### src/source/cordic_pkg.sv
package cordic_pkg;

    // datapath widths
    localparam int data_w   = 14;
    localparam int sample_w = 8;

    // fraction bits: external Q1.6, coordinates Q1.12, angles Q2.11
    localparam int frac_in  = 6;
    localparam int frac_int = 12;

    localparam int max_stages = 12;

    typedef logic signed [sample_w-1:0] sample_t;
    typedef logic signed [data_w-1:0]   coord_t;
    typedef logic signed [data_w-1:0]   angle_t;

    // atan(2^-i) in Q2.11, rounded
    localparam angle_t atan_table [0:max_stages-1] = '{
        14'sd1608, 14'sd950, 14'sd502, 14'sd255,
        14'sd128,  14'sd64,  14'sd32,  14'sd16,
        14'sd8,    14'sd4,   14'sd2,   14'sd1
    };

    // pi/2 in Q2.11
    localparam angle_t half_pi = 14'sd3217;

    // 1/K = 0.60725 in Q1.12, starting x of every rotation
    localparam coord_t cordic_gain_init = 14'sd2487;

endpackage

### src/source/angle_prep.sv
`timescale 1ns/1ns

module angle_prep (
    input  logic                clk,
    input  logic                rst_n,
    input  cordic_pkg::sample_t angle,
    output logic                angle_sign,
    output cordic_pkg::angle_t  cos_angle,
    output cordic_pkg::angle_t  sin_angle
);
    import cordic_pkg::*;

    // Q1.6 to Q2.11 is a left shift by the difference in fraction bits
    localparam int ang_shift = (frac_int - 1) - frac_in;

    angle_t angle_ext;
    angle_t angle_mag;
    angle_t angle_scaled;

    // sign extend then fold to magnitude
    always_comb begin
        angle_ext = angle_t'(angle);
        if (angle[sample_w-1]) begin
            angle_mag = -angle_ext;
        end else begin
            angle_mag = angle_ext;
        end
        angle_scaled = angle_mag <<< ang_shift;
    end

    always_ff @(posedge clk) begin
        if (!rst_n) begin
            angle_sign <= 1'b0;
            cos_angle  <= '0;
            sin_angle  <= '0;
        end else begin
            angle_sign <= angle[sample_w-1];
            cos_angle  <= angle_scaled;
            // sine comes from cos(pi/2 - a)
            sin_angle  <= half_pi - angle_scaled;
        end
    end

endmodule

### src/source/cordic_stage.sv
`timescale 1ns/1ns

module cordic_stage #(
    parameter int shift = 0
) (
    input  logic               clk,
    input  logic               rst_n,
    input  cordic_pkg::coord_t x_in,
    input  cordic_pkg::coord_t y_in,
    input  cordic_pkg::angle_t z_in,
    output cordic_pkg::coord_t x_out,
    output cordic_pkg::coord_t y_out,
    output cordic_pkg::angle_t z_out
);
    import cordic_pkg::*;

    coord_t x_shifted;
    coord_t y_shifted;
    logic   z_neg;

    assign x_shifted = x_in >>> shift;
    assign y_shifted = y_in >>> shift;
    assign z_neg     = z_in[data_w-1];

    always_ff @(posedge clk) begin
        if (!rst_n) begin
            x_out <= '0;
            y_out <= '0;
            z_out <= '0;
        end else if (z_neg) begin
            // residual below zero, rotate clockwise
            x_out <= x_in + y_shifted;
            y_out <= y_in - x_shifted;
            z_out <= z_in + atan_table[shift];
        end else begin
            x_out <= x_in - y_shifted;
            y_out <= y_in + x_shifted;
            z_out <= z_in - atan_table[shift];
        end
    end

endmodule

### src/source/cordic_rotator.sv
`timescale 1ns/1ns

module cordic_rotator #(
    parameter int num_stages = cordic_pkg::max_stages
) (
    input  logic               clk,
    input  logic               rst_n,
    input  cordic_pkg::angle_t z_start,
    output cordic_pkg::coord_t x_result
);
    import cordic_pkg::*;

    // x runs one entry longer, y and z of the last stage go nowhere
    coord_t x_pipe [0:num_stages];
    coord_t y_pipe [0:num_stages-1];
    angle_t z_pipe [0:num_stages-1];

    // start on the x axis, pre-scaled by the inverse gain
    assign x_pipe[0] = cordic_gain_init;
    assign y_pipe[0] = '0;
    assign z_pipe[0] = z_start;

    genvar i;
    generate
        for (i = 0; i < num_stages; i++) begin : g_stage
            if (i < num_stages - 1) begin : g_mid
                cordic_stage #(.shift(i)) u_stage (
                    .clk   (clk),
                    .rst_n (rst_n),
                    .x_in  (x_pipe[i]),
                    .y_in  (y_pipe[i]),
                    .z_in  (z_pipe[i]),
                    .x_out (x_pipe[i+1]),
                    .y_out (y_pipe[i+1]),
                    .z_out (z_pipe[i+1])
                );
            end else begin : g_last
                cordic_stage #(.shift(i)) u_stage (
                    .clk   (clk),
                    .rst_n (rst_n),
                    .x_in  (x_pipe[i]),
                    .y_in  (y_pipe[i]),
                    .z_in  (z_pipe[i]),
                    .x_out (x_pipe[i+1]),
                    .y_out (),
                    .z_out ()
                );
            end
        end
    endgenerate

    assign x_result = x_pipe[num_stages];

endmodule

### src/source/result_combine.sv
`timescale 1ns/1ns

module result_combine #(
    parameter int num_stages = cordic_pkg::max_stages
) (
    input  logic                clk,
    input  logic                rst_n,
    input  logic                angle_sign,
    input  cordic_pkg::coord_t  cos_x,
    input  cordic_pkg::coord_t  sin_x,
    output cordic_pkg::sample_t sine,
    output cordic_pkg::sample_t cosine
);
    import cordic_pkg::*;

    localparam int drop_bits = frac_int - frac_in;
    // half an output LSB in Q1.12
    localparam coord_t round_half = coord_t'(1) <<< (drop_bits - 1);

    // sign travels alongside the rotators
    logic [num_stages-1:0] sign_pipe;
    logic                  sign_dly;

    coord_t sin_round;
    coord_t cos_round;
    coord_t sin_signed;

    assign sign_dly = sign_pipe[num_stages-1];

    always_comb begin
        sin_round = (sin_x + round_half) >>> drop_bits;
        cos_round = (cos_x + round_half) >>> drop_bits;
        if (sign_dly) begin
            sin_signed = -sin_round;
        end else begin
            sin_signed = sin_round;
        end
    end

    always_ff @(posedge clk) begin
        if (!rst_n) begin
            sign_pipe <= '0;
        end else begin
            sign_pipe <= {sign_pipe[num_stages-2:0], angle_sign};
        end
    end

    // output register, Q1.6 results
    always_ff @(posedge clk) begin
        if (!rst_n) begin
            sine   <= '0;
            cosine <= '0;
        end else begin
            sine   <= sample_t'(sin_signed);
            cosine <= sample_t'(cos_round);
        end
    end

endmodule

### src/source/cordic_top.sv
`timescale 1ns/1ns

module cordic_top #(
    parameter int num_stages = cordic_pkg::max_stages
) (
    input  logic                clk,
    input  logic                rst_n,
    input  cordic_pkg::sample_t angle,
    output cordic_pkg::sample_t sine,
    output cordic_pkg::sample_t cosine
);
    import cordic_pkg::*;

    logic   angle_sign;
    angle_t cos_angle;
    angle_t sin_angle;
    coord_t cos_x;
    coord_t sin_x;

    angle_prep u_prep (
        .clk        (clk),
        .rst_n      (rst_n),
        .angle      (angle),
        .angle_sign (angle_sign),
        .cos_angle  (cos_angle),
        .sin_angle  (sin_angle)
    );

    // both rotators run in lockstep
    cordic_rotator #(.num_stages(num_stages)) u_cos_rot (
        .clk      (clk),
        .rst_n    (rst_n),
        .z_start  (cos_angle),
        .x_result (cos_x)
    );

    cordic_rotator #(.num_stages(num_stages)) u_sin_rot (
        .clk      (clk),
        .rst_n    (rst_n),
        .z_start  (sin_angle),
        .x_result (sin_x)
    );

    result_combine #(.num_stages(num_stages)) u_combine (
        .clk        (clk),
        .rst_n      (rst_n),
        .angle_sign (angle_sign),
        .cos_x      (cos_x),
        .sin_x      (sin_x),
        .sine       (sine),
        .cosine     (cosine)
    );

endmodule

### config.mk
export PLATFORM = sky130hd
export DESIGN_NAME = cordic_top
export DESIGN_NICKNAME = d
export VERILOG_FILES = /design/src/source/cordic_pkg.sv /design/src/source/angle_prep.sv /design/src/source/cordic_stage.sv /design/src/source/cordic_rotator.sv /design/src/source/result_combine.sv /design/src/source/cordic_top.sv
export SDC_FILE = /design/constraint.sdc
export NUM_CORES = 2
export LEC_CHECK = 0
export BUFFER_PORTS_ARGS = -buffer_cell sky130_fd_sc_hd__buf_2
export CORE_MARGIN = 3
export CORE_UTILIZATION = 30
export DETAILED_ROUTE_END_ITERATION = 10
export GPL_TIMING_DRIVEN = 0
export HOLD_SLACK_MARGIN = 0.02
export SETUP_SLACK_MARGIN = 0.15
export SYNTH_ARGS = -nofsm -noshare
export SYNTH_HDL_FRONTEND = slang
export SYNTH_SLANG_ARGS = --single-unit
### constraint.sdc
create_clock -name clk -period 4.4 [get_ports clk]
set_input_delay 0.44 -clock clk [delete_from_list [all_inputs] [get_ports clk]]
set_output_delay 0.44 -clock clk [all_outputs]
set_load 0.03 [all_outputs]
==> out/qor.csv <==
metric,value,unit
synth_area_leaders,"dfxtp_1, ha_1, xnor2_1",
period_share,91.1,%
failed_checks,"capacitance limit, slew limit",
netlist_area,58200,um^2
grt_overflow,0,
ant_nets,0,
synth_top_area_share,29.6,%
post_cts_resized,1,
startpoint_type,flop,
crit_family,compound AO/OA/AOI/OAI gates,
drtIter0Drc,2916,
setup_viol,0,
antenna_found_initial,15,
viasPerCell,5.06,
timing.fmax,0.250,GHz
slew_headroom,-5.68,%
gp_congestion,0.887,
startpoint,u_cos_rot.g_stage[1].g_mid.u_stage.z_out[13]$_SDFF_PN0_,
hold_class,input port to flop,
grt_pass1_vias,46200,
cts_tree,built,
ioPinCount,26,
synth_edf_count,0,
cp.buffers_inverters,2,
synth_seq_area_share,29.6,%
routed_wl,165000,um
place_ws,-0.855,ns
grt_pass1_wl,254000,um
cts-root-buf,clkbuf_16,
post_cts_buffers,0,
final_core_util,33.8,%
crit_type,flop to flop,
synth_nets,7654,
ys_warn_count,0,
syn_avg_cell_area,8.59,um^2
vias,48000,
min_from,rst_n,
ctsHoldBuffers,0,
die_x,446,um
r2r_start,u_cos_rot.g_stage[1].g_mid.u_stage.z_out[13]$_SDFF_PN0_,
required,4.97,ns
fill_cells,19800,
cp-end-kind,flop,
tightest_slew,1.59,ns
cts_buffers,93,
outcome,finished with violations,
layout.cells.non_filler,9482,
synth_top_cell_by_area,dfxtp_1,
skew,0.0273,ns
hpwl,129000,um
stdcell_area,64700,um^2
initial_core_util,30.4,%
path_clk_slew,0.06,ns
ys_ff_latch,861,
nets,7774,
die-height,446,um
synthTopCellsByCount,"nor2_1, dfxtp_1, ha_1, a21oi_1, xnor2_1",
drive_above_1_share,4.25,%
report.final.slew_viol_count,11,
worstPathMaxFanout,10,
cts.sink_count,861,
htree_levels,3,
core_area,191000,um^2
synthFlopType,dfxtp_1,
min_period,4.01,ns
grt_max_degree,19,
drtPass1Iterations,6,
wl_per_cell,17.4,um
cts_max_path_buffers,3,
row_count,160,
die_area,199000,um^2
path_cells,clkbuf_2 -> buf_1 -> mux2i_1 -> ha_1 -> nor2b_1 -> o31a_1 -> o41ai_1 -> o21ai_0 -> o31ai_1 -> xor2_1 -> nor2_1,
area_growth,11.2,%
critPathArrivalTime,4.58,ns
port_buffers,25,
rsz0062_at_grt,false,
insertion_delay,0.71,ns
r2r_slack,0.39,ns
crit_path_top_delay_cell,dfxtp_1,
synth-async-reset-ratio,0,%
drc,0,
post-synth-top-count-cell,nor2_1,
placed_cells,9308,
maxCapViolCount,2,
synth_cell_type_count,76,
grt_usage,16.1,%
postLayoutSetupSlackWorst,0.392,ns
place_area,61400,um^2
hold_viol_final,0,
syn-instance-count,6772,
slowest_delay,0.57,ns
==> registers in the layout, summed over array words and instances, names as in the netlist, 9 cells and up <==
name,flops
u_sin_rot.g_stage.g_mid.u_stage.x_out,141
u_cos_rot.g_stage.g_mid.u_stage.z_out,129
u_sin_rot.g_stage.g_mid.u_stage.y_out,129
u_combine.sign_pipe,12
u_cos_rot.g_stage.g_mid.u_stage.x_out,140
u_sin_rot.g_stage.g_last.u_stage.x_out,9
u_cos_rot.g_stage.g_last.u_stage.x_out,9
u_prep.cos_angle,9
u_cos_rot.g_stage.g_mid.u_stage.y_out,131
u_sin_rot.g_stage.g_mid.u_stage.z_out,127
==> per-layer routing <==
| metal | GRT usage, % | routed length, um |
|---|---|---|
| met1 | 21.4 | 76600 |
| met2 | 27.0 | 75800 |
| met3 | 2.18 | 7630 |
| met4 | 4.71 | 4610 |
| met5 | 0 | 0 |
==> cell type report <==
cell class	count	area (um^2)	share of cell area, %
buffer	180	704	1.09
multi-input combinational	5395	39000	60.2
sequential	861	17200	26.6
clock inverter	47	608	0.940
antenna	4	10.0	0.0155
clock buffer	123	2630	4.07
tap	2511	3140	4.86
inverter	336	1260	1.95
timing repair buffer	25	125	0.193
==> cell families after synthesis <==
group / after synthesis / share of synthesized area, %
flip-flops: 861 / 29.6
adder cells (fa/ha/maj): 872 / 19.5
AO/OA/AOI/OAI: 1704 / 18.9
XOR/XNOR: 706 / 10.6
other: 1 / 0.00645
AND/OR/NAND/NOR: 2022 / 16.4
buffers and inverters: 516 / 3.34
multiplexers: 90 / 1.62
==> through the flow <==
| step | hold slack (ns) | setup TNS, ns |
|---|---|---|
| finish | 0.0718 | 0 |
| global route | 0.0428 | 0 |
| detailed placement | 0.419 | -31.62 |
| global placement | 0.413 | -107.02 |
| CTS | 0.0279 | 0 |
| floorplan | 0.412 | 0 |
==> cell usage in the layout, fill, tap and decap left out, types with 215 or more instances in the layout <==
cell type,netlist,layout
a21oi_1,507,507
dfxtp_1,861,861
ha_1,817,817
inv_1,334,334
nand2_1,264,264
nor2_1,868,868
nor3_1,215,215
o21ai_0,326,326
xnor2_1,409,409
xor2_1,297,297
==> worst paths after layout <==
check	end	cells past startpoint
worst min register to register	u_cos_rot.g_stage[5].g_mid.u_stage.z_out[2]$_SDFF_PN0_	1
worst min-delay path	u_sin_rot.g_stage[0].g_mid.u_stage.x_out[8]$_DFF_P_	1
worst max-delay path	u_cos_rot.g_stage[2].g_mid.u_stage.y_out[11]$_SDFF_PN0_	11
worst max register to register	u_cos_rot.g_stage[2].g_mid.u_stage.y_out[11]$_SDFF_PN0_	11
Power is left out: the tool's default activity adds up to more than one toggle a clock period on the data nets, which glitch-free logic cannot reach.
